--- config.mk ---
export PLATFORM = sky130hd
export DESIGN_NAME = write_synchronizer
export DESIGN_NICKNAME = d
export VERILOG_FILES = /design/src/image_buffer_pkg.sv /design/src/write_synchronizer.sv
export SDC_FILE = /design/constraint.sdc
export NUM_CORES = 1
export LEC_CHECK = 0
export BUFFER_PORTS_ARGS = -buffer_cell sky130_fd_sc_hd__buf_4
export CAP_MARGIN = 0
export CORE_MARGIN = 4
export CORE_UTILIZATION = 44
export CTS_BUF_LIST = sky130_fd_sc_hd__clkbuf_16
export DETAILED_ROUTE_END_ITERATION = 10
export PLACE_DENSITY = 0.83
export SETUP_SLACK_MARGIN = 0.05
export SYNTH_ARGS = -nofsm -noshare
export SYNTH_HDL_FRONTEND = slang
export SYNTH_SLANG_ARGS = --single-unit
--- constraint.sdc ---
create_clock -name read_clock_in -period 3.8 [get_ports read_clock_in]
set_input_delay 0.76 -clock read_clock_in [delete_from_list [all_inputs] [get_ports read_clock_in]]
set_output_delay 0.76 -clock read_clock_in [all_outputs]
set_load 0.005 [all_outputs]
--- src/image_buffer_pkg.sv ---
package image_buffer_pkg;

    // Byte addresses cover the whole frame buffer, word addresses drop the lane bits
    localparam int BYTE_ADDRESS_BITS = 16;
    localparam int WORD_ADDRESS_BITS = 14;

    // RAM geometry
    localparam int BUFFER_WORDS = 16384;
    localparam int WORD_BITS = 32;
    localparam int PIXEL_BITS = 8;

    // Cycles from an address on the RAM port to its data on ram_read_data
    localparam int LRAM_LATENCY = 2;

    // Which user drove the RAM port in the previous read clock cycle
    typedef enum logic [1:0] {
        OWNER_IDLE  = 2'd0,
        OWNER_WRITE = 2'd1,
        OWNER_READ  = 2'd2
    } buffer_owner_t;

endpackage

--- src/write_synchronizer.sv ---
module write_synchronizer
    import image_buffer_pkg::*;
(
    input  logic                         read_clock_in,
    input  logic                         read_reset_n_in,
    input  logic [BYTE_ADDRESS_BITS-1:0] write_address,
    input  logic [WORD_BITS-1:0]         write_data,
    input  logic                         write_request,
    output logic [WORD_ADDRESS_BITS-1:0] write_word_address,
    output logic [WORD_BITS-1:0]         write_word,
    output logic                         write_strobe
);

    logic [2:0] request_sync;
    logic       request_rise;

    // Rising edge seen between the two older flops of the chain
    assign request_rise = (request_sync[2:1] == 2'b01);

    always_ff @(posedge read_clock_in) begin
        if (!read_reset_n_in) begin
            request_sync <= 3'b000;
            write_strobe <= 1'b0;
        end else begin
            request_sync <= {request_sync[1:0], write_request};
            write_strobe <= request_rise;
        end
    end

    // Address and data are held steady by the packer well past this capture
    always_ff @(posedge read_clock_in) begin
        if (request_rise) begin
            write_word_address <= write_address[BYTE_ADDRESS_BITS-1:2];
            write_word <= write_data;
        end
    end

endmodule

After elaboration in Yosys (flattened, before gate mapping)
Cells that the tools add are included.
{"block": "totals", "ff_bits": 50, "latchBits": 0, "ram_bits": 0, "rom_bits": 0, "input_bits": 51, "output_inout_bits": 47, "elab_cells": 5, "memories": 0}
{"block": "op_classes", "n_addsub": 0, "multipliers": 0, "n_div": 0, "n_lt_le_gt_ge": 0, "n_eq_ne": 1, "n_shift": 0, "n_mux": 0, "bitwise": 0, "reduce_logical": 0}
{"cell": "2-bit by 1-bit equality test with 1-bit output (second input constant)", "n": 1}

Longest topological paths before layout
{"block": "depth", "word_depth": 1, "depth_mapped": 1, "ltp_nobuf": 1}

Least setup slack after synthesis
No wires, ideal clock.
{"block": "synth_timing", "path_kind": "reg-to-reg", "from": "register request_sync[2]", "to": "register write_word[0] (enable)", "setup_time_ps": 382, "arrival_time_ps": 990, "required_time_ps": 3418, "slack_ps": 2428, "stages_incl_launch_ff": 2, "n_path_buf": 0, "synth_period_minus_slack_ps": 1372, "cell_sequence": "dfxtp_1 > and2b_2"}
{"block": "synth_via", "elab_chain_cells": 1}
{"element": "start, declared", "line_no": "write_synchronizer.sv:14", "rtl": "logic [2:0] request_sync;"}
{"element": "start signal, assigned", "line_no": "write_synchronizer.sv:25", "rtl": "request_sync <= {request_sync[1:0], write_request};"}
{"element": "2-bit by 1-bit equality test with 1-bit output", "line_no": "write_synchronizer.sv:18", "rtl": "assign request_rise = (request_sync[2:1] == 2'b01);"}
{"element": "end signal, assigned", "line_no": "write_synchronizer.sv:34", "rtl": "write_word <= write_data;"}
{"element": "end, declared", "line_no": "write_synchronizer.sv:10", "rtl": "output logic [WORD_BITS-1:0] write_word,"}
Every way passes these cells.
A chain may end at the register's enable or synchronous reset.

Final worst setup path
{"block": "layout_timing", "from": "register write_word[9]", "to": "output write_word[9]"}
No word-level cell between the ends.

==> reports/results.ini <==
[outcome]
status=complete, no violations

[cts]
htree_levels=2
cts_root_buffer=clkbuf_16
clkTransAtPathRegs_ps=60
clock-sinks=50
cts_tree=built
clock_latency_ps=290
cts-buffers-inserted=5
cts_setup_buffers=0
cts.repair.resized=0
clockBufferDepth=2
cts_hold_buf=0

[timing]
fmax_mhz=629
rsz0062_at_grt=no
drv_slew=0
fin_crit_sh=0.418
fin_tns_setup_ps=0
hold_viol_final=0
slew_headroom=0.348
skew_ps=4.77
setup_viol=0
worstMarginPinSlew_ps=978
min_period_ps=1590

[critical_path]
start_kind=register
rrSetupSlack_ps=2240
path_cells=buf_4
cp_num_buf_inv=1
crit_arrival_ps=830
reg2reg_to=write_word[19]$_DFFE_PN_
cp_slowest_cell=edfxtp_1
end_kind=output port
path_max_fanout=1
reg2reg_from=request_sync[2]$_SDFF_PN0_
crit_family=flip-flops
worst_ep_required_time_ps=3040
rr_worst_depth=1
path_class=register to output port
max_stage_delay_ps=390

[hold_path]
whs_path_depth=1
min_to=request_sync[1]$_SDFF_PN0_
min_path_type=register to register
hp-start=request_sync[0]$_SDFF_PN0_

[route]
routedWlPerCell_um=19.2
drc=0
drtIter0Drc=41
drt-vias-per-instance=4.65
wl_um=3870
vias=939
dr.pass1.iters=5
ant_nets=0

[global_routing]
grt_first_pass_wirelength_um=5420
grt_max_degree=47
gr-total-overflow=0
antenna_found_initial=0
grt_pass1_vias=992
gr-usage-all-layers=0.182

[power]
ir_drop_v=0.000401
powerDensity_nw_per_um2=506
total_power_mw=1.24
p_leak_nw=1.02

[synth]
yosys.area.top_type_share=0.922
synth.most_common_cell=edfxtp_1
synth_seq_cells=50
syn_area_sq_um=1500
avgSynthCellArea_sq_um=27.2
ys_top_cells_by_area=edfxtp_1 (92%), dfxtp_1 (5.3%), and2_1 (1.3%)
synth.distinct_cells=5
synthCells=55
synth_common_cells=edfxtp_1 (46), dfxtp_1 (4), and2_1 (3)
ys.flop_type=edfxtp_1
synth_top_cell_by_area=edfxtp_1
syn-num-nets=106
synth-seq-area-share=0.976
ys_warn_count=0
synth-async-reset-ratio=0
synth_edf_count=46

[floorplan]
start_util=0.475
dieArea_sq_um=4400
dieWidth_um=66.3
io_pins=98
core_area_sq_um=3150
fp.dieH_um=66.3
row_count=20

[final_layout]
fin_util=0.779
drive_above_1_share=0.652
n_fill_cell=184
fin_nets=208
area_growth_pct=63.9
n_antenna_cell=0
final_cell_count_no_fill=202

[run]
maxCapViolCount=0

[place]
gp_congestion=0.656
dp_cells=194
io_buffers=95

==> sequential cells by signal, indices dropped and copies added, names as in the netlist <==
name / cells
write_strobe: 1
write_word: 32
request_sync: 3
write_word_address: 14
==> stage by stage <==
stage	hold WS, ps	area [sq um]	setup slack [ps]
after floorplan	412	1500	2430
after global placement	421	2270	2290
after detailed placement	437	2270	2240
after CTS	439	2450	2190
after global routing	471	2450	2150
final	434	2450	2210
==> metal layers <==
layer | global-route usage | vias to the layer above | share of wire
met5 | 0 | - | 0
met4 | 0.0914 | 0 | 0.0059
met3 | 0.0969 | 6 | 0.15
met2 | 0.320 | 68 | 0.53
met1 | 0.169 | 446 | 0.31
li1 | - | 419 | -
==> layout make-up <==
type,instances,area [sq um],area share
multi-input combinational,5,36.3,0.0148
clock inverter,3,63.8,0.0260
clock buffer,5,125,0.0510
sequential,50,1460,0.595
tap,44,55.1,0.0224
timing repair buffer,95,713,0.291
==> power breakdown <==
part	total (mW)	switching, mW	internal [mW]
sequential	0.625	0.00484	0.620
clock	0.548	0.174	0.374
combinational	0.0693	0.0227	0.0466
==> layout by cell type, fill, tap and decap left out <==
master / netlist / routed
clkinv_1: 0 / 1
dfxtp_1: 4 / 4
and2b_2: 1 / 1
buf_4: 0 / 95
and2_1: 3 / 3
and3b_1: 1 / 1
clkbuf_16: 0 / 5
bufinv_16: 0 / 2
edfxtp_1: 46 / 46
==> how the worst max path moves through the flow <==
stage / from / to / cells past startpoint
final: write_word[9]$_DFFE_PN_ / write_word[9] / 1
after CTS: write_word[9]$_DFFE_PN_ / write_word[9] / 1
after floorplan: request_sync[2]$_SDFF_PN0_ / write_word[0]$_DFFE_PN_ / 1
after detailed placement: request_sync[2]$_SDFF_PN0_ / write_word[20]$_DFFE_PN_ / 1
after global routing: request_sync[2]$_SDFF_PN0_ / write_word[11]$_DFFE_PN_ / 1
after global placement: request_sync[2]$_SDFF_PN0_ / write_word[1]$_DFFE_PN_ / 1
==> kinds of logic after synthesis <==
group	synth area share
simple gates	0.0242
flops	0.976
(Power assumes the default switching activity.)
