`src/image_buffer_pkg.sv`:
```
package image_buffer_pkg;

    // Byte addresses cover the whole frame buffer, word addresses drop the lane bits
    localparam int BYTE_ADDRESS_BITS = 16;
    localparam int WORD_ADDRESS_BITS = 14;

    // RAM geometry
    localparam int BUFFER_WORDS = 16384;
    localparam int WORD_BITS = 32;
    localparam int PIXEL_BITS = 8;

    // Cycles from an address on the RAM port to its data on ram_read_data
    localparam int LRAM_LATENCY = 2;

    // Which user drove the RAM port in the previous read clock cycle
    typedef enum logic [1:0] {
        OWNER_IDLE  = 2'd0,
        OWNER_WRITE = 2'd1,
        OWNER_READ  = 2'd2
    } buffer_owner_t;

endpackage

```
`src/pixel_packer.sv`:
```
module pixel_packer
    import image_buffer_pkg::*;
(
    input  logic                         write_clock_in,
    input  logic                         write_reset_n_in,
    input  logic [PIXEL_BITS-1:0]        pixel_in,
    input  logic                         pixel_valid_in,
    input  logic                         frame_start_in,
    output logic [BYTE_ADDRESS_BITS-1:0] write_address,
    output logic [WORD_BITS-1:0]         write_data,
    output logic                         write_request
);

    logic [1:0]                   lane;
    logic [WORD_BITS-1:0]         assembly;
    logic [BYTE_ADDRESS_BITS-1:0] next_address;
    logic                         request_second;
    logic                         word_done;

    // A frame start wins over a pixel that arrives in the same cycle
    assign word_done = pixel_valid_in && !frame_start_in && (lane == 2'd3);

    always_ff @(posedge write_clock_in) begin
        if (!write_reset_n_in) begin
            lane <= 2'd0;
            next_address <= '0;
            write_request <= 1'b0;
            request_second <= 1'b0;
        end else begin
            if (frame_start_in) begin
                // Any partial word is simply forgotten here
                lane <= 2'd0;
                next_address <= '0;
            end else if (pixel_valid_in) begin
                lane <= lane + 2'd1;
                if (lane == 2'd3) begin
                    next_address <= next_address + BYTE_ADDRESS_BITS'(4);
                end
            end

            // The request level stays up for two write clocks per word
            if (word_done) begin
                write_request <= 1'b1;
                request_second <= 1'b1;
            end else if (request_second) begin
                request_second <= 1'b0;
            end else begin
                write_request <= 1'b0;
            end
        end
    end

    // Bytes enter at the top and move down, so the first pixel ends in bits 7..0
    always_ff @(posedge write_clock_in) begin
        if (pixel_valid_in) begin
            assembly <= {pixel_in, assembly[WORD_BITS-1:PIXEL_BITS]};
        end

        if (word_done) begin
            write_data <= {pixel_in, assembly[WORD_BITS-1:PIXEL_BITS]};
            write_address <= next_address;
        end
    end

endmodule

```
`config.mk`:
```
export PLATFORM = sky130hd
export DESIGN_NAME = pixel_packer
export DESIGN_NICKNAME = d
export VERILOG_FILES = /design/src/image_buffer_pkg.sv /design/src/pixel_packer.sv
export SDC_FILE = /design/constraint.sdc
export NUM_CORES = 1
export LEC_CHECK = 0
export ABC_AREA = 1
export ABC_CLOCK_PERIOD_IN_PS = 3550
export BUFFER_PORTS_ARGS = -buffer_cell sky130_fd_sc_hd__buf_2
export CORE_MARGIN = 4
export CORE_UTILIZATION = 53
export CTS_CLUSTER_DIAMETER = 60
export CTS_CLUSTER_SIZE = 20
export DETAILED_ROUTE_END_ITERATION = 12
export PLACE_DENSITY_LB_ADDON = 0.15
export SETUP_SLACK_MARGIN = 0.05
export SYNTH_ARGS = -nofsm -noshare
export SYNTH_HDL_FRONTEND = slang
export SYNTH_SLANG_ARGS = --single-unit
```
`constraint.sdc`:
```
create_clock -name write_clock_in -period 3.55 [get_ports write_clock_in]
set_clock_uncertainty 0.15 [all_clocks]
set_input_delay 0.355 -clock write_clock_in [delete_from_list [all_inputs] [get_ports write_clock_in]]
set_output_delay 0.355 -clock write_clock_in [all_outputs]
set_load 0.02 [all_outputs]
```
---- Yosys cells after proc, flatten, opt, wreduce, memory -nomap -nowiden ----
Index checks and enable logic that the tools add are counted.
storage, ports and cells
  register bits ........................... 100
  logic and storage cells ................. 20
  output and inout port bits .............. 49
  bits of input ports ..................... 12
operators by class
  reductions and logical operators ........ 5
  bitwise gates (word level) .............. 1
  multiplexer cells ....................... 3
  add/subtract/negate cells ............... 2
  eq/ne operators ......................... 2
operators by type and width
  operator               count
  $add 16x3->16 const B  1
  $mux 1                 3
  $add 2x1->2 const B    1
  $eq 2x2->1 const B     1
  $logic_and 1x1->1      2
  $ne 2x1->1 const B     1
  $reduce_and 2->1       1
  $reduce_or 2->1        1
  $logic_not 1->1        1
  $not 1->1              1

---- Longest topological paths before layout ----
  depth in word-level cells ............... 4
  gate-level depth with buffers ........... 9
  depth with buffers taken out ............ 9

---- Least setup slack after synthesis ----
No wires, ideal clock.
  kind .................................... register -> register
  start point ............................. reg lane[0]
  end point ............................... reg write_address[10] (enable)
  period minus slack after synthesis ...... 3.195 ns
  library setup time ...................... 0.451 ns
  path buffers ............................ 0
  stages on the path, launching flop included .. 4
  arrival time ............................ 2.594 ns
  path slack .............................. 0.355 ns
  required time ........................... 2.949 ns
  cell sequence ........................... dfxtp_1 ha_1 nand2_4 nor2_1
on the way
  longest elaborated chain between the ends .. 2
RTL lines
  item                    line                RTL
  start, declared         pixel_packer.sv:14  logic [1:0] lane;
  start signal, assigned  pixel_packer.sv:35  lane <= lane + 2'd1;
  $eq 2x2->1              pixel_packer.sv:21  assign word_done = pixel_valid_in && !frame_start_in && (lane == 2'd3);
  $logic_and 1x1->1       pixel_packer.sv:21
  named net word_done     pixel_packer.sv:18  logic word_done;
  end signal, assigned    pixel_packer.sv:61  write_address <= next_address;
  end, declared           pixel_packer.sv:9   output logic [BYTE_ADDRESS_BITS-1:0] write_address,
The timed path passes the listed nets, and every way through them passes these cells.
A chain may end at the register's enable or synchronous reset.

---- Worst setup path after layout ----
  start point ............................. reg lane[0]
  end point ............................... reg write_data[11] (enable)
on the way
  longest elaborated chain between the ends .. 2
RTL lines
  item                  line                RTL
  $eq 2x2->1            pixel_packer.sv:21
  $logic_and 1x1->1     pixel_packer.sv:21
  named net word_done   pixel_packer.sv:18
  end signal, assigned  pixel_packer.sv:60  write_data <= {pixel_in, assembly[WORD_BITS-1:PIXEL_BITS]};
  end, declared         pixel_packer.sv:10  output logic [WORD_BITS-1:0] write_data,
The timed path passes the listed nets, and every way through them passes these cells.

==> flow_summary_export.csv <==
group,metric,value,unit
clock_network,numCtsBuffers,9,
timing,fmax,493,MHz
floorplan,die-area,6840,um2
timing,slew_viol_final,0,
timing,min_period,2030,ps
synthesis,synth-warning-count,0,
timing,worst_pin_slew,794,ps
clock_network,cts.sinks,88,
synthesis,netlist_area,2960,um2
synthesis,ys_ff_latch,88,
worst_setup_path,required,3400,ps
synthesis,yosysUniqueCellTypes,23,
floorplan,initial_core_util,56.1,%
synthesis,ys.flop_type,"edfxtp_1",
worst_setup_path,end_kind,"register",
timing,final.period_utilization,57.1,%
clock_network,cts_resized,0,
synthesis,seq_area_frac_synth,83.2,%
timing,holdWs,45.7,ps
floorplan,fp-row-count,26,
finish,drive_gt1_share,31.2,%
job,maxCapViolCount,0,
worst_setup_path,max_stage_delay,460,ps
placed_design,routabilityCongestion,0.753,
pwr,worst_ir_drop_vdd,314,uV
placed_design,placed_area,3340,um2
finish,layout_common_cells,"edfxtp_1, buf_2, nand2_1, nor2_1, dfxtp_1",
grt,grt.overflow.total,0,
detailed_routing,wl,4.37,mm
detailed_routing,dr.pass1.iters,4,
pwr,power.total,0.00188,W
clock_network,clockRootBuffer,"clkbuf_8",
finish,mostFrequentLayoutCell,"edfxtp_1",
synthesis,yosysTopAreaCell,"edfxtp_1",
detailed_routing,avgViaCountPerCell,4.77,
synthesis,async_flop_share,0,%
pwr,power.leakage,1.36,nW
timing,hold_viol,0,
timing,finalSetupViolCount,0,
clock_network,htree_levels,3,
synthesis,syn_area_per_cell,15.9,um2
detailed_routing,drt-initial-drc-count,113,
hold_path,min_path_type,"in -> reg",
worst_setup_path,cp-start-kind,"register",
synthesis,synth_top_cell_area_share,71.0,%
detailed_routing,ant_nets,0,
worst_setup_path,crit_family,"simple AND/OR/NAND/NOR gates",
timing,rsz0062_at_grt,"false",
finish,fillers,420,
pwr,power_density,529,nW/um2
synthesis,synth_edf_count,70,
worst_setup_path,path_class,"reg -> reg",
grt,grt_pass1_wl,7.05,mm
clock_network,post_cts_buffers,0,
floorplan,dieHeight,82.7,um
grt,grt_use_total,14.6,%
clock_network,path_clk_slew,80,ps
grt,grt_max_degree,34,
worst_setup_path,crit_arrival,1880,ps
floorplan,die_w,82.7,um
finish,postLayoutCellArea,3550,um2
detailed_routing,detailroute.via_count,1575,
detailed_routing,drc_errors,0,
status,outcome,"completed",
worst_setup_path,crit_chain,"ha_1, nand2_4, nor2_4, buf_4",
floorplan,ios,61,
worst_setup_path,slowest_stage,"buf_4",
clock_network,ctsHoldBuffers,0,
placed_design,dpl.hpwl,2.94,mm
grt,grt_pass1_vias,1525,
detailed_routing,wl_per_cell,13.2,um
worst_setup_path,worst-path-buf-inv,1,
finish,insertedDiodeCount,0,
timing,setup_tns,0,ps
clock_network,cts_buffer_depth,2,
worst_setup_path,path_max_fanout,33,
clock_network,cts_tree,"built",
timing,slew_headroom,46.8,%
clock_network,clkLatencyLatePin,340,ps
floorplan,fp.coreArea,5270,um2
synthesis,syn_inst,186,
finish,fin_nets,269,
finish,area_delta_synth_final,20.1,%
grt,antenna_found_initial,0,
synthesis,ys_top_cells_by_area,"edfxtp_1, dfxtp_1, nand2_1",
placed_design,io_buffer_count,58,
==> through the flow <==
| stage | utilization, % | instances | setup slack, ps |
|---|---|---|---|
| global placement | 63.4 | 314 | 1230 |
| finish | 67.5 | 330 | 1520 |
| CTS | 67.5 | 330 | 1490 |
| global route | 67.5 | 330 | 1370 |
| detailed placement | 63.4 | 314 | 1220 |
| floorplan | - | 187 | 355 |
==> routing by layer <==
| layer | routed length, um | GRT usage, % | share of wire (%) | up-vias |
|---|---|---|---|---|
| met5 | 0 | 0 | 0 | - |
| met4 | 70 | 6.86 | 1.6 | 0 |
| met3 | 309 | 5.42 | 7.1 | 8 |
| met2 | 2020 | 22.8 | 46 | 49 |
| met1 | 1970 | 18.1 | 45 | 729 |
| li1 | - | - | - | 789 |
==> registers in the layout, indices dropped and copies added (netlist names) <==
| name | count |
|---|---|
| next_address | 14 |
| request_second | 1 |
| assembly | 24 |
| lane | 2 |
| write_address | 14 |
| write_request | 1 |
| write_data | 32 |
==> path summary, 6_finish.rpt <==
kind	from	end	slack [ps]	cells after the start
max	lane[0]	write_data[11]	1520	4
min reg2reg	assembly[11]	write_data[3]	270	0
min	pixel_in[5]	write_data[29]	50	1
max reg2reg	lane[0]	write_data[11]	1520	4
==> cell usage after synthesis (all sizes together), types with 2 or more instances <==
cell,n
a21oi,11
buf,3
dfxtp,18
edfxtp,70
ha,2
inv,16
nand2,20
nand3,5
nand4,2
nor2,22
nor3,2
o21ai,10
==> power breakdown <==
| part | switching (W) | internal, W |
|---|---|---|
| registers | 0.00000809 | 0.00113 |
| logic | 0.0000193 | 0.00000890 |
| clock network | 0.000319 | 0.000393 |
==> worst reg2reg max path, cell delays in order, from the launching register on <==
cell and delay, ps:
dfxtp_1 350, ha_1 210, nand2_4 110, nor2_4 390, buf_4 470
==> layout make-up <==
cell class	instances	area [um2]	share of cell area [%]
well taps	70	87.6	2.46
repair buffers	60	305	8.59
clock inverters	6	83.8	2.36
flip-flops and latches	88	2460	69.3
inverters	17	65.1	1.83
clock buffers	10	128	3.59
multi-input cells	79	423	11.9
==> cells by family after synthesis <==
group                      Yosys count  synth area share, %
adders and majority gates            2                0.846
xor gates and xnor gates             1                0.296
AOI/OAI and AO/OA                   21                 3.55
DFF                                 88                 83.2
and+or+nand+nor                     53                 9.09
buffers and inverters               20                 2.87
other                                1                0.127
No activity file was read; power rests on OpenSTA's default activity.
