File: src/image_buffer_pkg.sv
package image_buffer_pkg;

    // Byte addresses cover the whole frame buffer, word addresses drop the lane bits
    localparam int BYTE_ADDRESS_BITS = 16;
    localparam int WORD_ADDRESS_BITS = 14;

    // RAM geometry
    localparam int BUFFER_WORDS = 16384;
    localparam int WORD_BITS = 32;
    localparam int PIXEL_BITS = 8;

    // Cycles from an address on the RAM port to its data on ram_read_data
    localparam int LRAM_LATENCY = 2;

    // Which user drove the RAM port in the previous read clock cycle
    typedef enum logic [1:0] {
        OWNER_IDLE  = 2'd0,
        OWNER_WRITE = 2'd1,
        OWNER_READ  = 2'd2
    } buffer_owner_t;

endpackage

File: src/host_reader.sv
module host_reader
    import image_buffer_pkg::*;
(
    input  logic                         read_clock_in,
    input  logic                         read_reset_n_in,
    input  logic                         read_request_in,
    input  logic [BYTE_ADDRESS_BITS-1:0] read_address_in,
    input  logic                         read_grant,
    input  logic [WORD_BITS-1:0]         ram_read_data,
    output logic                         read_request,
    output logic [WORD_ADDRESS_BITS-1:0] read_word_address,
    output logic                         busy_out,
    output logic                         read_valid_out,
    output logic [PIXEL_BITS-1:0]        read_data_out
);

    logic [BYTE_ADDRESS_BITS-1:0] read_address;
    logic                         waiting;
    logic [1:0]                   delay_count;
    logic                         accept;
    logic                         capture;

    // New requests only count while the reader is idle
    assign accept = read_request_in && !busy_out;
    assign capture = waiting && (delay_count == 2'd0);

    assign read_word_address = read_address[BYTE_ADDRESS_BITS-1:2];

    always_ff @(posedge read_clock_in) begin
        if (!read_reset_n_in) begin
            busy_out <= 1'b0;
            read_request <= 1'b0;
            waiting <= 1'b0;
            delay_count <= 2'd0;
            read_valid_out <= 1'b0;
        end else begin
            read_valid_out <= 1'b0;

            if (accept) begin
                busy_out <= 1'b1;
                read_request <= 1'b1;
            end

            if (read_grant) begin
                // The address is on the RAM now, so wait out its latency
                read_request <= 1'b0;
                waiting <= 1'b1;
                delay_count <= 2'(LRAM_LATENCY - 1);
            end else if (capture) begin
                waiting <= 1'b0;
                busy_out <= 1'b0;
                read_valid_out <= 1'b1;
            end else if (waiting) begin
                delay_count <= delay_count - 2'd1;
            end
        end
    end

    always_ff @(posedge read_clock_in) begin
        if (accept) begin
            read_address <= read_address_in;
        end

        // Low two address bits pick the byte lane of the word
        if (capture) begin
            read_data_out <= ram_read_data[read_address[1:0] * PIXEL_BITS +: PIXEL_BITS];
        end
    end

endmodule

File: config.mk
export PLATFORM = sky130hd
export DESIGN_NAME = host_reader
export DESIGN_NICKNAME = d
export VERILOG_FILES = /design/src/image_buffer_pkg.sv /design/src/host_reader.sv
export SDC_FILE = /design/constraint.sdc
export NUM_CORES = 1
export LEC_CHECK = 0
export ABC_AREA = 0
export BUFFER_PORTS_ARGS = -buffer_cell sky130_fd_sc_hd__buf_2
export CAP_MARGIN = 20
export CORE_ASPECT_RATIO = 1.4
export CORE_MARGIN = 2
export CORE_UTILIZATION = 45
export DETAILED_ROUTE_END_ITERATION = 10
export MAX_ROUTING_LAYER = met4
export PLACE_DENSITY_LB_ADDON = 0.1
export SLEW_MARGIN = 20
export SYNTH_ARGS = -nofsm -noshare
export SYNTH_HDL_FRONTEND = slang
export SYNTH_SLANG_ARGS = --single-unit
File: constraint.sdc
create_clock -name read_clock_in -period 3.8 [get_ports read_clock_in]
set_clock_uncertainty 0.2 [all_clocks]
set_input_delay 0.76 -clock read_clock_in [delete_from_list [all_inputs] [get_ports read_clock_in]]
set_output_delay 0.76 -clock read_clock_in [all_outputs]
set_load 0.02 [all_outputs]
Word-level counts from Yosys, hierarchy flattened
Index checks and enable logic that the tools add are counted.
Widths: inputs -> output; s select.

word-level totals
  memories kept = 0
  register bits = 30
  input port bits = 52
  bits in latches = 0
  memory bits (writable) = 0
  memory bits (read-only) = 0
  output and inout bits = 25

cells by class
  eq/ne operators = 1
  $mul = 0
  mux-type cells = 9
  shift operators = 1
  reduce and logical (&&, ||, !) cells = 9
  add/subtract/negate cells = 1
  div/mod/pow operators = 0
  bitwise gates (word level) = 2
  $lt $le $gt $ge = 0

operator list
  operator             count
  $shiftx 32x6->8      1
  $mux 1               9
  $reduce_and 2->1     2
  $reduce_bool 2->1    2
  $logic_and 1x1->1    2
  $logic_not 2->1      1
  $ne 2x2->1 const B   1
  $not 1->1            2
  $reduce_or 2->1      1
  $sub 2x1->2 const B  1
  $logic_not 1->1      1

Logic depth before layout (Yosys ltp)
Gate-level depths: netlist of the first run.

  word-level depth = 5
  gate-level depth with buffers = 4
  mapped depth without buffers = 4

Worst setup path after synthesis of the first run
OpenSTA, ideal clock, no wires.

  path kind = in2reg
  from = input read_request_in
  to = register read_address[0], enable pin
  required time = 3208 ps
  setup slack = 1652 ps
  cell stages on the path = 1
  arrival time = 1556 ps
  library setup time = 392 ps
  cell sequence = nor2b_1

on the way
  longest elaborated chain between the ends = 1

ends and longest elaborated chain
  what                  line               source
  from (decl)           host_reader.sv:6   input logic read_request_in,
  $logic_and 1x1->1     host_reader.sv:24  assign accept = read_request_in && !busy_out;
  to (signal assigned)  host_reader.sv:61  read_address <= read_address_in;
  to (decl)             host_reader.sv:17  logic [BYTE_ADDRESS_BITS-1:0] read_address;

Every way passes these cells.
A chain may end at the register's enable or synchronous reset.

Worst setup path after layout of the first run
  from = register read_address[3]
  to = output read_word_address[1]

RTL lines
  what       line               source
  to (decl)  host_reader.sv:11  output logic [WORD_ADDRESS_BITS-1:0] read_word_address,

No word-level cell between the ends.

==> metrics.cfg, run 1 <==
[pwr]
p_leak_nw=0.742
peakVddDrop_mv=0.336
internal-power_w=0.000562
clock_power_share=0.337
total_power_w=0.000723
p_sw_frac=0.223
power.share.sequential=0.535
cellPowerDensity_nw_per_um2=438
power_switching_w=0.000162
power_frac_comb=0.128

[critical_path]
rr_worst_depth=1
endpoint_kind=output pin
slowest_stage=edfxtp_1
r2r-end=read_data_out[5]
cp_max_fo=1
cp.required_ns=2.84
critical-path-top-delay-family=flip-flops
reg2reg_setup_slack_ns=2.12
start_kind=flop
r2r-start=read_address[0]
cp_cell_sequence=buf_2
crit_type=reg2out
crit_buf_inv=1
slowest_delay_ns=0.38
critPathArrivalTime_ns=0.87

[cts]
clk_path_buf_depth=2
cts_sinks=30
cts-root-buf=clkbuf_4
clk_latency_ns=0.32
clk_pin_slew_ns=0.09
post_cts_buffers=0
cts_tree=done
cts_buffers=5
holdBufCountCts=0
cts_max_level=2
post_cts_resized=0

[status]
run_status=finished clean

[flow_run]
cap_viol_max_count=0

[floorplanning]
io_pins=77
die_h_um=66.7
start_util=0.478
dieArea_um2=3250
core_um2=2640
rows=22
die_x_um=48.8

[synthesis]
syn-num-nets=126
ys_seq_area_frac=0.665
syn_avg_cell_area_um2=17.3
ys_ff_latch=30
yosys-top-cells-area=edfxtp_1 (57%), mux4_2 (14%), dfxtp_1 (9.5%), buf_4 (8.3%), inv_1 (1.5%)
synth_top_area_frac=0.570
synth_warnings=0
yosysUniqueCellTypes=18
syn_area_um2=1260
yosysTopAreaCell=edfxtp_1
synthCells=73

[global_route]
grt_usage=0.168
grt-ovfl-total=0
grt_pass1_vias=822
antenna_found_initial=0
grt_max_degree=18
grt_first_pass_wirelength_mm=3.71

[timing]
tns_ns=0
maxSlewHeadroom=0.675
timing.final.hold_violations=0
fmax_mhz=546
tightestPinTransition_ns=0.487
setup_slack_ns=1.97
setup_viol=0
period_share=0.482
slew_viol_final=0
rsz0062_at_grt=false
period_minus_slack_ns=1.83

[drt]
drt_iter0_drc=15
wire_per_inst_um=13.6
antenna_left=0
wl_mm=2.43
routed-via-count=832
drt-vias-per-instance=4.67
drc=0
drt_first_pass_iters=3

[cells_and_area]
fillers=233
final_cell_mix=buf_2 (76), edfxtp_1 (24), mux4_2 (8)
final_common_cell=buf_2
finalNetCount=194
syn2layout_area_growth_pct=30.8
drive_above_1_share=0.669
utilization=0.625
diodes=0
layoutNonFillerInstCount=178

[min_path]
min_to=delay_count[1]
min_path_type=reg2reg
hp-start=delay_count[1]
holdPathStages=2

[placed_design]
dp_cells=170
place_hpwl_mm=1.94
gp_congestion=0.630
portBuffers=76
dp_slack_ns=2.01

cell type report:
type	count	area (µm²)	area share
clock inverter	3	40.0	0.0242
clock buffer	5	37.5	0.0227
sequential	30	841	0.509
timing repair buffer	77	388	0.235
multi-input combinational	22	283	0.171
inverter	5	18.8	0.0114
tap	36	45.0	0.0273
registers in the layout (all words and copies together) (netlist names):
| signal | flops |
|---|---|
| waiting | 1 |
| read_request | 1 |
| delay_count | 2 |
| read_address | 16 |
| busy_out | 1 |
| read_valid_out | 1 |
| read_data_out | 8 |
cells in the mapped netlist, drive strengths merged:
cell / instances
nand2b: 2
nor4bb: 1
ha: 1
o221a: 1
nor2b: 1
a211oi: 2
clkbuf: 1
o21ba: 1
mux4: 8
and3b: 1
a21oi: 1
edfxtp: 24
inv: 5
nand2: 1
dfxtp: 6
nor2: 2
buf: 15
per-layer routing:
layer  vias to the layer above  wire (µm)  global-route usage
li1                        396          -                   -
met1                       382        887               0.174
met2                        49       1260               0.272
met3                         5        231              0.0717
met4                         0         51              0.0857
met5                         -          0                   -
per-stage QoR:
step                      hold slack [ns]  instance area, µm²
final                               0.269                1650
after global routing                0.318                1650
after CTS                           0.279                1650
after detailed placement            0.263                1580
after global placement              0.257                1580
after floorplan                     0.238                1260
cell families after synthesis:
kind of cell / after synthesis / share of synthesized area
simple gates: 8 / 0.0386
buf+inv: 21 / 0.111
fa+ha+maj: 1 / 0.00990
flops: 30 / 0.665
mux: 8 / 0.143
compound gates: 5 / 0.0327
how the worst max path moves through the flow:
stage | from | endpoint | slack, ns | cells after the start
2_1_floorplan | read_request_in | read_address[0] | 1.65 | 1
3_3_place_gp | ram_read_data[24] | read_data_out[0] | 2.02 | 2
3_5_place_dp | ram_read_data[29] | read_data_out[5] | 2.01 | 2
4_1_cts | read_address[15] | read_word_address[13] | 1.94 | 1
5_1_grt | read_data_out[2] | read_data_out[2] | 1.92 | 1
6_report | read_address[3] | read_word_address[1] | 1.97 | 1
power groups by stage:
stage	combinational (W)	clock (W)	sequential (W)
global placement	0.0000912	0	0.000394
finish	0.0000926	0.000243	0.000387
floorplan	0.0000566	0	0.000399
global route	0.000100	0.000267	0.000390
CTS	0.0000940	0.000254	0.000388
detailed placement	0.0000939	0	0.000395
Power figures use the tool's default switching activity.
==> run 2, diff against run 1 <==
--- a/config.mk
+++ b/config.mk
@@ -10,7 +10,7 @@
 export CAP_MARGIN = 20
 export CORE_ASPECT_RATIO = 1.4
 export CORE_MARGIN = 2
-export CORE_UTILIZATION = 45
+export CORE_UTILIZATION = 42
 export DETAILED_ROUTE_END_ITERATION = 10
 export MAX_ROUTING_LAYER = met4
 export PLACE_DENSITY_LB_ADDON = 0.1
==> constraint.sdc (replaced) <==
create_clock -name read_clock_in -period 1.91 [get_ports read_clock_in]
set_clock_uncertainty 0.2 [all_clocks]
set_input_delay 0.382 -clock read_clock_in [delete_from_list [all_inputs] [get_ports read_clock_in]]
set_output_delay 0.382 -clock read_clock_in [all_outputs]
set_load 0.02 [all_outputs]
==> run 2 against run 1 <==
Die area up 6.6%. Power up 96%. Register-to-register slack worse by 1.7 ns. Wire length down 5.0%. Critical path depth up 1. Sequential power up 98%. Non-clock buffer count up 1. Setup slack worse by 1.6 ns. Final cell count up 1.1%. Largest power group unchanged.
==> metrics.cfg, run 2 (synthesis results as in run 1) <==
[global_route]
grt_max_degree=18
grt_usage=0.153
grt-ovfl-total=0
grt_pass1_vias=830
grt_first_pass_wirelength_mm=3.51
antenna_found_initial=0

[cells_and_area]
fillers=261
final_cell_mix=buf_2 (76), edfxtp_1 (24), mux4_2 (8)
reg_top3=read_address: 16 flops, read_data_out: 8 flops, delay_count: 2 flops
largest_reg_flops=16
regMostFlops=read_address
drive_above_1_share=0.657
finalNetCount=195
diodes=0
syn2layout_area_growth_pct=31.8
final_common_cell=buf_2

[pwr]
p_sw_frac=0.226
peakVddDrop_mv=0.557
internal-power_w=0.00110
power_switching_w=0.000321
total_power_w=0.00142
power_frac_comb=0.135
cellPowerDensity_nw_per_um2=852
clock_power_share=0.325
p_leak_nw=0.744
power.share.sequential=0.540

[min_path]
min_to=read_address[9]
min_path_type=in2reg
hp-start=read_address_in[9]
holdPathStages=1

[drt]
drt-vias-per-instance=4.64
wire_per_inst_um=12.8
drc=0
antenna_left=0
drt_first_pass_iters=3
routed-via-count=836
wl_mm=2.31
drt_iter0_drc=23

[cts]
cts_sinks=30
post_cts_buffers=0
clk_latency_ns=0.27
cts_tree=done
cts-root-buf=clkbuf_8
post_cts_resized=0
clk_pin_slew_ns=0.06
cts_max_level=2
clk_path_buf_depth=2
holdBufCountCts=0
cts_buffers=5

[floorplanning]
start_util=0.439
dieArea_um2=3470
io_pins=77
die_h_um=68.9
die_x_um=50.4
core_um2=2880
rows=23

[timing]
fmax_mhz=663
maxSlewHeadroom=0.770
tns_ns=0
slew_viol_final=0
hold-worst-slack_ns=0.0809
tightestPinTransition_ns=0.345
period_share=0.789
rsz0062_at_grt=false
timing.final.hold_violations=0
setup_viol=0
period_minus_slack_ns=1.51

[critical_path]
start_kind=flop
slowest_stage=mux4_2
critPathArrivalTime_ns=1.31
cp_cell_sequence=buf_4 > mux4_2
cp_max_fo=8
r2r-start=read_address[0]
endpoint_kind=flop
slowest_delay_ns=0.53
rr_worst_depth=2
crit_type=reg2reg
cp.required_ns=1.72
r2r-end=read_data_out[2]
reg2reg_setup_slack_ns=0.40

[placed_design]
place_hpwl_mm=1.84
gp_congestion=0.679
portBuffers=76

[flow_run]
cap_viol_max_count=0

[status]
run_status=finished clean

run 2: cell types whose count changed in the layout (fill, tap and decap cells not counted):
cell       change
buf_4          +1
bufinv_16      -1
clkbuf_1       +1
clkbuf_4       -5
clkinv_2       -1
clkbuf_8       +5
clkinv_1       +1
run 2: worst max-delay path, delay by kind of cell, from the launching register on:
family | cells | cell delay, ns
buffers and inverters | 1 | 0.19
muxes | 1 | 0.53
DFF | 1 | 0.32
run 2: how the worst max path moves through the flow:
stage                     from          endpoint  slack (ns)  cells past startpoint
2_1_floorplan         busy_out   read_address[0]        0.14                      1
3_3_place_gp   read_address[0]  read_data_out[2]        0.44                      2
3_5_place_dp   read_address[0]  read_data_out[2]        0.40                      2
4_1_cts        read_address[0]  read_data_out[2]        0.39                      2
5_1_grt         delay_count[0]  read_data_out[4]        0.30                      4
6_report       read_address[0]  read_data_out[2]        0.40                      2
run 2: stage by stage:
stage	util	instances	setup WS [ns]	area [µm²]
floorplan	-	73	0.138	1260
global placement	0.550	172	0.444	1580
detailed placement	0.550	172	0.399	1580
CTS	0.579	180	0.390	1670
global route	0.579	180	0.295	1670
finish	0.579	180	0.402	1670
run 2: layout make-up:
class	count	area, µm²	area share
clock buffer	6	72.6	0.0436
clock inverter	2	8.76	0.00526
inverter	5	18.8	0.0113
multi-input combinational	22	283	0.170
sequential	30	841	0.505
tap	37	46.3	0.0278
timing repair buffer	78	395	0.237
run 2: layer usage:
layer	GRT usage	up-vias	share of wire
met3	0.0474	4	0.12
met2	0.237	49	0.50
met5	-	-	0
li1	-	399	-
met4	0.139	0	0.011
met1	0.155	384	0.37
run 2: power groups by stage:
stage / clock network (W) / registers, W / logic, W
after floorplan: 0 / 0.000793 / 0.000113
after global placement: 0 / 0.000778 / 0.000189
after detailed placement: 0 / 0.000780 / 0.000194
after CTS: 0.000481 / 0.000767 / 0.000194
after global routing: 0.000512 / 0.000770 / 0.000208
final: 0.000462 / 0.000766 / 0.000191
