==> config.mk <==
export PLATFORM = sky130hd
export DESIGN_NAME = buffer_arbiter
export DESIGN_NICKNAME = d
export VERILOG_FILES = /design/src/image_buffer_pkg.sv /design/src/buffer_arbiter.sv
export SDC_FILE = /design/constraint.sdc
export NUM_CORES = 1
export LEC_CHECK = 0
export ABC_CLOCK_PERIOD_IN_PS = 870
export BUFFER_PORTS_ARGS = -buffer_cell sky130_fd_sc_hd__buf_2
export CAP_MARGIN = 20
export CORE_UTILIZATION = 22
export DETAILED_ROUTE_END_ITERATION = 7
export GPL_TIMING_DRIVEN = 1
export MAX_ROUTING_LAYER = met4
export PLACE_DENSITY_LB_ADDON = 0.2
export RECOVER_POWER = 50
export SYNTH_ARGS = -nofsm -noshare
export SYNTH_HDL_FRONTEND = slang
export SYNTH_SLANG_ARGS = --single-unit
export TNS_END_PERCENT = 100
==> constraint.sdc <==
create_clock -name read_clock_in -period 0.87 [get_ports read_clock_in]
set_input_delay 0.174 -clock read_clock_in [delete_from_list [all_inputs] [get_ports read_clock_in]]
set_output_delay 0.174 -clock read_clock_in [all_outputs]
set_load 0.02 [all_outputs]
==> src/image_buffer_pkg.sv <==
package image_buffer_pkg;

    // Byte addresses cover the whole frame buffer, word addresses drop the lane bits
    localparam int BYTE_ADDRESS_BITS = 16;
    localparam int WORD_ADDRESS_BITS = 14;

    // RAM geometry
    localparam int BUFFER_WORDS = 16384;
    localparam int WORD_BITS = 32;
    localparam int PIXEL_BITS = 8;

    // Cycles from an address on the RAM port to its data on ram_read_data
    localparam int LRAM_LATENCY = 2;

    // Which user drove the RAM port in the previous read clock cycle
    typedef enum logic [1:0] {
        OWNER_IDLE  = 2'd0,
        OWNER_WRITE = 2'd1,
        OWNER_READ  = 2'd2
    } buffer_owner_t;

endpackage

==> src/buffer_arbiter.sv <==
module buffer_arbiter
    import image_buffer_pkg::*;
(
    input  logic                         read_clock_in,
    input  logic                         read_reset_n_in,
    input  logic                         write_strobe,
    input  logic [WORD_ADDRESS_BITS-1:0] write_word_address,
    input  logic [WORD_BITS-1:0]         write_word,
    input  logic                         read_request,
    input  logic [WORD_ADDRESS_BITS-1:0] read_word_address,
    output logic                         read_grant,
    output logic [WORD_ADDRESS_BITS-1:0] ram_address,
    output logic [WORD_BITS-1:0]         ram_write_data,
    output logic                         ram_write_enable
);

    buffer_owner_t owner;

    // The writer always wins, and a read is never granted two cycles running
    assign read_grant = read_request && !write_strobe && (owner != OWNER_READ);

    always_comb begin
        ram_write_data = write_word;
        if (write_strobe) begin
            ram_address = write_word_address;
            ram_write_enable = 1'b1;
        end else begin
            ram_address = read_word_address;
            ram_write_enable = 1'b0;
        end
    end

    always_ff @(posedge read_clock_in) begin
        if (!read_reset_n_in) begin
            owner <= OWNER_IDLE;
        end else if (write_strobe) begin
            owner <= OWNER_WRITE;
        end else if (read_grant) begin
            owner <= OWNER_READ;
        end else begin
            owner <= OWNER_IDLE;
        end
    end

endmodule

# == Yosys cells after proc, flatten, opt, wreduce, memory -nomap -nowiden ==
# Index checks and enable logic that the tools add are counted.
# op_classes
n_eq_ne,1
muxes,4
bitwise,1
reduce_logical,4
# op_table
cell,n
$mux 14,1
$logic_and 1x1->1,2
$mux 1,2
$mux 2,1
$ne 2x2->1 const B,1
$reduce_or 2->1,1
$logic_not 1->1,1
$not 1->1,1
# totals
regBits,2
input_bits,64
out_inout_bits,48
wordCells,12

# == Depth between registers and ports, before layout ==
# Gate-level depths: netlist of the first run.
# depth
ltp_word,5
depth_mapped,3
ltp_nobuf,2

# == Worst setup path after synthesis of the first run ==
# Ideal clock, no wire load.
# synth_path
path_kind,input to output
start,input write_strobe
end,output read_grant
t_arrival_ns,0.973
required_ns,0.696
setup_slack_ns,-0.277
stages,3
n_path_buf,2
path_cell_list,buf_6 -> buf_12 -> nor3b_1
# synth_via
elab_chain_len,3
# synth_lines
item,line,source
"start, declared",buffer_arbiter.sv:6,"input logic write_strobe,"
$logic_not 1->1,buffer_arbiter.sv:20,assign read_grant = read_request && !write_strobe && (owner != OWNER_READ);
$logic_and 1x1->1 (2 in series),buffer_arbiter.sv:20,
"end, declared",buffer_arbiter.sv:11,"output logic read_grant,"
# Every way passes these cells.

# == Worst setup path in the final report of the first run ==
# layout_path
start,register owner[1]
end,output read_grant
# layout_via
elab_chain_len,2
# layout_lines
item,line,source
"start, declared",buffer_arbiter.sv:17,buffer_owner_t owner;
"start signal, assigned",buffer_arbiter.sv:35,owner <= OWNER_IDLE;
"start signal, assigned",buffer_arbiter.sv:37,owner <= OWNER_WRITE;
"start signal, assigned",buffer_arbiter.sv:39,owner <= OWNER_READ;
$ne 2x2->1,buffer_arbiter.sv:20,
$logic_and 1x1->1,buffer_arbiter.sv:20,
# Every way passes these cells.

==> results of run 1 <==
[repair_timing]
item	in CTS	in global routing
setup endpoints to repair	17	15
gates resized for setup	43	3
cloned	2	0
buffers inserted	2	0
endpoints found under the hold margin	0	0
hold buffers	0	0
pin swaps	1	1
[cell type report]
class                           instances  area, sq um
Tap cell                               28         35.0
Timing Repair Buffer                   51          422
Multi-Input combinational cell         18          263
Sequential cell                         2         40.0
Clock buffer                            3         22.5
Fill cell                             247         1470
[how the worst max path moves through the flow]
stage            startpoint  depth (start not counted)  slack, ns         endpoint
4_1_cts            owner[1]                          3      -0.28       read_grant
2_1_floorplan  write_strobe                          3      -0.06  ram_address[11]
3_3_place_gp   write_strobe                          3      -0.42   ram_address[0]
6_report           owner[1]                          3      -0.24       read_grant
3_5_place_dp   write_strobe                          3      -0.42   ram_address[2]
5_1_grt            owner[1]                          3      -0.27       read_grant
[layout by cell type (no fill, tap or decap)]
cell type and instances:
buf_2 31, buf_6 15, mux2_4 14, clkbuf_4 3, buf_16 3, dfxtp_1 2, buf_4 2, nor2b_4 1
nor3b_4 1, and2_2 1, and4bb_2 1
[power by group through the flow]
stage	Sequential, mW	Combinational (mW)	Clock [mW]
floorplan	0.0986	0.414	0
global placement	0.0987	0.293	0
detailed placement	0.0988	0.295	0
CTS	0.0992	0.432	0.216
global route	0.0993	0.463	0.217
finish	0.0991	0.435	0.203
[worst reg2reg max path: stages, from the launching register on]
cell      delay (ns)
dfxtp_1         0.30
nor2b_4         0.15
and4bb_2        0.24
[kinds of logic (layout without fill, tap and decap cells)]
kind of cell	Yosys count	count (layout)
buf+inv	35	54
mux	14	14
simple gates	4	4
flops	2	2
[per-layer routing]
layer  global-route usage, %  part of all wire, %  up-vias
met1                    7.73                   30      200
li1                        -                    -      187
met4                    5.41                 0.74        0
met2                    16.5                   49       57
met3                    5.95                   20        4
met5                       -                    0        -
[per-stage QoR]
stage               util (%)  setup WS [ns]  cell area (sq um)  setup TNS (ns)  hold slack [ns]
global route            34.7         -0.269                782          -0.741            0.198
finish                  34.7         -0.238                782          -0.540            0.194
global placement        23.9         -0.416                539           -5.75            0.348
CTS                     34.2         -0.277                772          -0.645            0.186
detailed placement      23.9         -0.424                539           -5.92            0.348
floorplan                  -        -0.0564                557          -0.412            0.316
==> reports/qor.csv, run 1 <==
stage;metric;value;unit
run_status;status;finished, violations left;
run_status;violated checks;setup timing;
worst_setup_path;delay-heaviest family, CP;flip-flops;
synth;Seq/Total Area, Yosys;7.46;%
synth;YS warnings;0;
power;Sw Ratio;28.7;%
grt;first-pass GRT wire length;1810;um
worst_setup_path;CP max-delay cell;dfxtp_1;
power;VDD IR-drop max;406;uV
synth;Commonest cells post-synth;33 x buf_4, 7 x mux2_2, 7 x mux2_4, 2 x dfxtp_1;
worst_setup_path;CP bufs+invs;1;
floorplan;Starting Density;23.8;%
power;Pwr Density;943;mW/mm^2
routing;WL per Instance;12.0;um
worst_setup_path;reg-to-reg endpoint;owner[1];
placement;I/O Buffers;47;
worst_setup_path;critical-path maximum fanout;2;
worst_setup_path;CP Cell Sequence;nor2b_4, nor3b_4, buf_6;
worst_setup_path;slowest stage delay, CP;0.29;ns
routing;Post-DRT Antenna Nets;0;
synth;top-area cell type share of the netlist area;46.2;%
synth;mux contribution to synthesized area;34.3;%
cts;Clk Tree Root Cell;clkbuf_4;
synth;Synth area leader;buf_4;
final_layout;Layout Nets;140;
final_layout;Largest register FFs;2;
power;overall power;738;uW
worst_setup_path;Critical Path End Type;primary output;
timing;final hold vios;0;
grt;largest net degree at the start of global routing;8;
timing;RSZ-0062 raised after global routing;true;
worst_hold_path;Worst Hold Path EP;owner[0];
floorplan;row cnt;17;
worst_hold_path;hold depth;2;
synth;Simple-Gate Fraction of Synth Area;6.29;%
grt;vias in the first global route;419;
final_layout;Largest regs;owner: 2 flops;
cts;total CTS buffers;3;
synth;Mapped Area;537;sq um
routing;DRC;0;
final_layout;Synth-to-Final Area Change;45.7;%
routing;Initial DRC Count;0;
cts;clock slew seen by the registers of the worst setup and hold paths;0.03;ns
run;max_cap viols;0;
placement;Detailed Place HPWL;809;um
grt;total track usage;9.57;%
synth;Synth Register Bits;2;
synth;Area contributors post-synth;buf_4 46%, mux2_4 20%, mux2_2 15%;
synth;top-count cell post-synth;buf_4;
routing;detailed-route via count;448;
routing;TritonRoute pass-1 iters;1;
worst_hold_path;min-delay worst type;in2reg;
worst_setup_path;Critical Path RT;0.70;ns
worst_setup_path;CP Data Arrival Time;0.93;ns
timing;final worst slack;-0.238;ns
worst_setup_path;critical path class;reg2out;
floorplan;I/O Pins;112;
timing;setup violators final;15;
synth;post-synthesis cell count;55;
grt;initial antenna violation count;0;
power;Comb pwr share;59.0;%
cts;CTS tree;done;
synth;Post-synth top flop;dfxtp_1;
power;Clk pwr share;27.5;%
timing;Slew Viols, Final;0;
cts;CTS Sinks;2;
worst_setup_path;R2R setup slack;0.07;ns
final_layout;# diodes;0;
timing;Worst slew margin;90.8;%
cts;H-tree Lvls;1;
routing;WL final;1220;um
grt;GRT overflow;0;
timing;Slew @ Worst Pin;0.138;ns
floorplan;die height;51.4;um
floorplan;DIE WIDTH;51.4;um
cts;clock buffer depth;2;
floorplan;Die ar.;0.00264;sq mm
synth;Mapped Avg Cell Area;9.76;sq um
power;leakage;0.422;nW
worst_setup_path;R2R cell count;2;
timing;fin crit share;127;%
placement;Inst Count DP;95;
power;total internal power;526;uW
synth;Synth Area in Adders;0;%
synth;fraction of registers with async set/reset;0;%
synth;Synth Area in Compound Gates;0;%
final_layout;Finished Layout Cells;102;
synth;Synth Net Count;119;
synth;combinational family with the most area after synthesis;buffers and inverters;
timing;Clock Skew;0.00348;ns
worst_hold_path;hold_sp;read_reset_n_in;
final_layout;Biggest register;owner;
routing;via/cell ratio;4.39;
timing;minimum clock period;1.11;ns
placement;GP Congestion;0.582;
floorplan;core area;0.00225;sq mm
timing;Max Clk Rate;0.903;GHz
cts;Clk Latency, worst-skew pair;0.22;ns
power;sequential power share;13.4;%
synth;Post-Synth XOR/XNOR Area;0;%
power;Psw;212;uW
synth;Netlist cell types;10;
worst_setup_path;Startpoint Class;flip-flop;
final_layout;layout cells sized above 1;97.3;%
worst_setup_path;Reg2Reg Launch Point;owner[1];
synth;Post-synth EDFFs;0;
Note: power is estimated with default switching activity, not from simulation.
==> run 2: changes to the inputs <==
--- a/config.mk
+++ b/config.mk
@@ -8,7 +8,10 @@
 export ABC_CLOCK_PERIOD_IN_PS = 870
 export BUFFER_PORTS_ARGS = -buffer_cell sky130_fd_sc_hd__buf_2
 export CAP_MARGIN = 20
-export CORE_UTILIZATION = 22
+export CELL_PAD_IN_SITES_DETAIL_PLACEMENT = 1
+export CELL_PAD_IN_SITES_GLOBAL_PLACEMENT = 2
+export CORE_ASPECT_RATIO = 2
+export CORE_UTILIZATION = 10
 export DETAILED_ROUTE_END_ITERATION = 7
 export GPL_TIMING_DRIVEN = 1
 export MAX_ROUTING_LAYER = met4
==> reports/qor.csv, run 2 (synthesis results as in run 1) <==
stage;metric;value;unit
floorplan;die height;106;um
final_layout;Largest register FFs;2;
timing;final worst slack;-0.238;ns
cts;Clk Latency, worst-skew pair;0.21;ns
grt;largest net degree at the start of global routing;8;
routing;detailed-route via count;440;
timing;Max Clk Rate;0.903;GHz
power;Pwr Density;1090;mW/mm^2
routing;WL per Instance;12.7;um
grt;first-pass GRT wire length;2240;um
grt;met3 usage;2.31;%
run;max_cap viols;0;
grt;total track usage;6.16;%
worst_setup_path;critical-path maximum fanout;2;
final_layout;Finished Layout Cells;131;
power;Sw Ratio;26.4;%
final_layout;fin util;16.2;%
grt;met1 Use GR;3.57;%
power;total internal power;664;uW
grt;vias in the first global route;494;
power;Clk pwr share;40.4;%
cts;total CTS buffers;3;
routing;via/cell ratio;3.36;
worst_setup_path;CP Data Arrival Time;0.93;ns
routing;Initial DRC Count;1;
timing;Worst slew margin;90.1;%
routing;WL final;1670;um
placement;DP Area;577;sq um
floorplan;row cnt;37;
cts;# hold bufs at CTS;0;
grt;gr busiest metal;met2;
timing;fin crit share;127;%
timing;Slew @ Worst Pin;0.149;ns
floorplan;Starting Density;10.4;%
power;Psw;239;uW
routing;Post-DRT Antenna Nets;0;
run_status;violated checks;setup timing;
floorplan;DIE WIDTH;53.8;um
cts;clock buffer depth;2;
floorplan;core area;0.00514;sq mm
placement;I/O Buffers;47;
placement;GP Congestion;0.562;
cts;CTS Sinks;2;
placement;Inst Count DP;125;
cts;CTS tree;done;
worst_setup_path;Startpoint Class;flip-flop;
grt;initial antenna violation count;0;
timing;minimum clock period;1.11;ns
placement;pre-CTS setup slack;-0.458;ns
run_status;status;finished, violations left;
final_layout;most frequent cells in the layout;31 x buf_2, 15 x buf_6, 14 x mux2_4;
final_layout;layout cells sized above 1;97.3;%
grt;GRT overflow;0;
final_layout;Layout Nets;139;
worst_setup_path;Critical Path End Type;primary output;
final_layout;Largest regs;owner: 2 flops;
timing;Slew Viols, Final;0;
timing;setup TNS;-0.599;ns
final_layout;most common cell after layout, fill and taps aside;buf_2;
final_layout;design area;831;sq um
worst_setup_path;Critical Path RT;0.70;ns
grt;GR Util met2;12.0;%
floorplan;I/O Pins;112;
routing;TritonRoute pass-1 iters;3;
cts;clock slew seen by the registers of the worst setup and hold paths;0.03;ns
power;VDD IR-drop max;375;uV
floorplan;Die ar.;0.00568;sq mm
cts;H-tree Lvls;1;
cts;Clk Tree Root Cell;clkbuf_8;
timing;RSZ-0062 raised after global routing;true;
power;leakage;0.425;nW
timing;Clock Skew;0.000958;ns
power;Comb pwr share;48.6;%
final_layout;Synth-to-Final Area Change;54.8;%
worst_hold_path;min-delay worst type;in2reg;
timing;final hold vios;0;
power;sequential power share;11.0;%
timing;setup violators final;15;
final_layout;# diodes;0;
routing;DRC;0;
worst_setup_path;critical path class;reg2out;
final_layout;fill count;608;
final_layout;Biggest register;owner;
run 2: routing by layer:
layer	routed length [um]	vias up
li1	-	185
met1	425	185
met2	932	58
met3	269	12
met4	43	0
met5	0	-
run 2: stage by stage:
| step | hold slack [ns] | total power, mW |
|---|---|---|
| CTS | 0.201 | 0.916 |
| floorplan | 0.316 | 0.513 |
| global placement | 0.348 | 0.400 |
| global route | 0.200 | 0.962 |
| detailed placement | 0.348 | 0.403 |
| finish | 0.202 | 0.902 |
run 2: cell type report:
class / count / area (sq um) / area share [%]
Sequential cell: 2 / 40.0 / 4.82
Multi-Input combinational cell: 18 / 263 / 31.6
Tap cell: 58 / 72.6 / 8.73
Timing Repair Buffer: 50 / 414 / 49.8
Clock buffer: 3 / 41.3 / 4.97
run 2: critical path: stages, from the launching register on:
cell     delay (ns)
dfxtp_1        0.29
nor2b_4        0.13
nor3b_4        0.17
buf_6          0.14
run 2: repair_timing:
action                                  CTS  global route
buffers inserted                          1             0
pin swaps                                 1             1
cloned                                    2             0
endpoints found under the setup margin   17            15
gates resized for setup                  43             3
run 2: path summary, 6_finish.rpt:
| path | startpoint | end | slack [ns] | cells after the start |
|---|---|---|---|---|
| setup / recovery | owner[1] | read_grant | -0.24 | 3 |
| hold / removal | read_reset_n_in | owner[0] | 0.20 | 2 |
| setup reg to reg | owner[1] | owner[1] | 0.06 | 2 |
| hold reg to reg | owner[0] | owner[1] | 0.70 | 2 |
run 2: power groups by stage:
stage          logic (mW)  clock network (mW)  registers (mW)
3_3_place_gp        0.302                   0          0.0987
4_1_cts             0.438               0.378          0.0993
2_1_floorplan       0.414                   0          0.0986
5_1_grt             0.468               0.395          0.0994
3_5_place_dp        0.304                   0          0.0989
6_report            0.439               0.364          0.0992
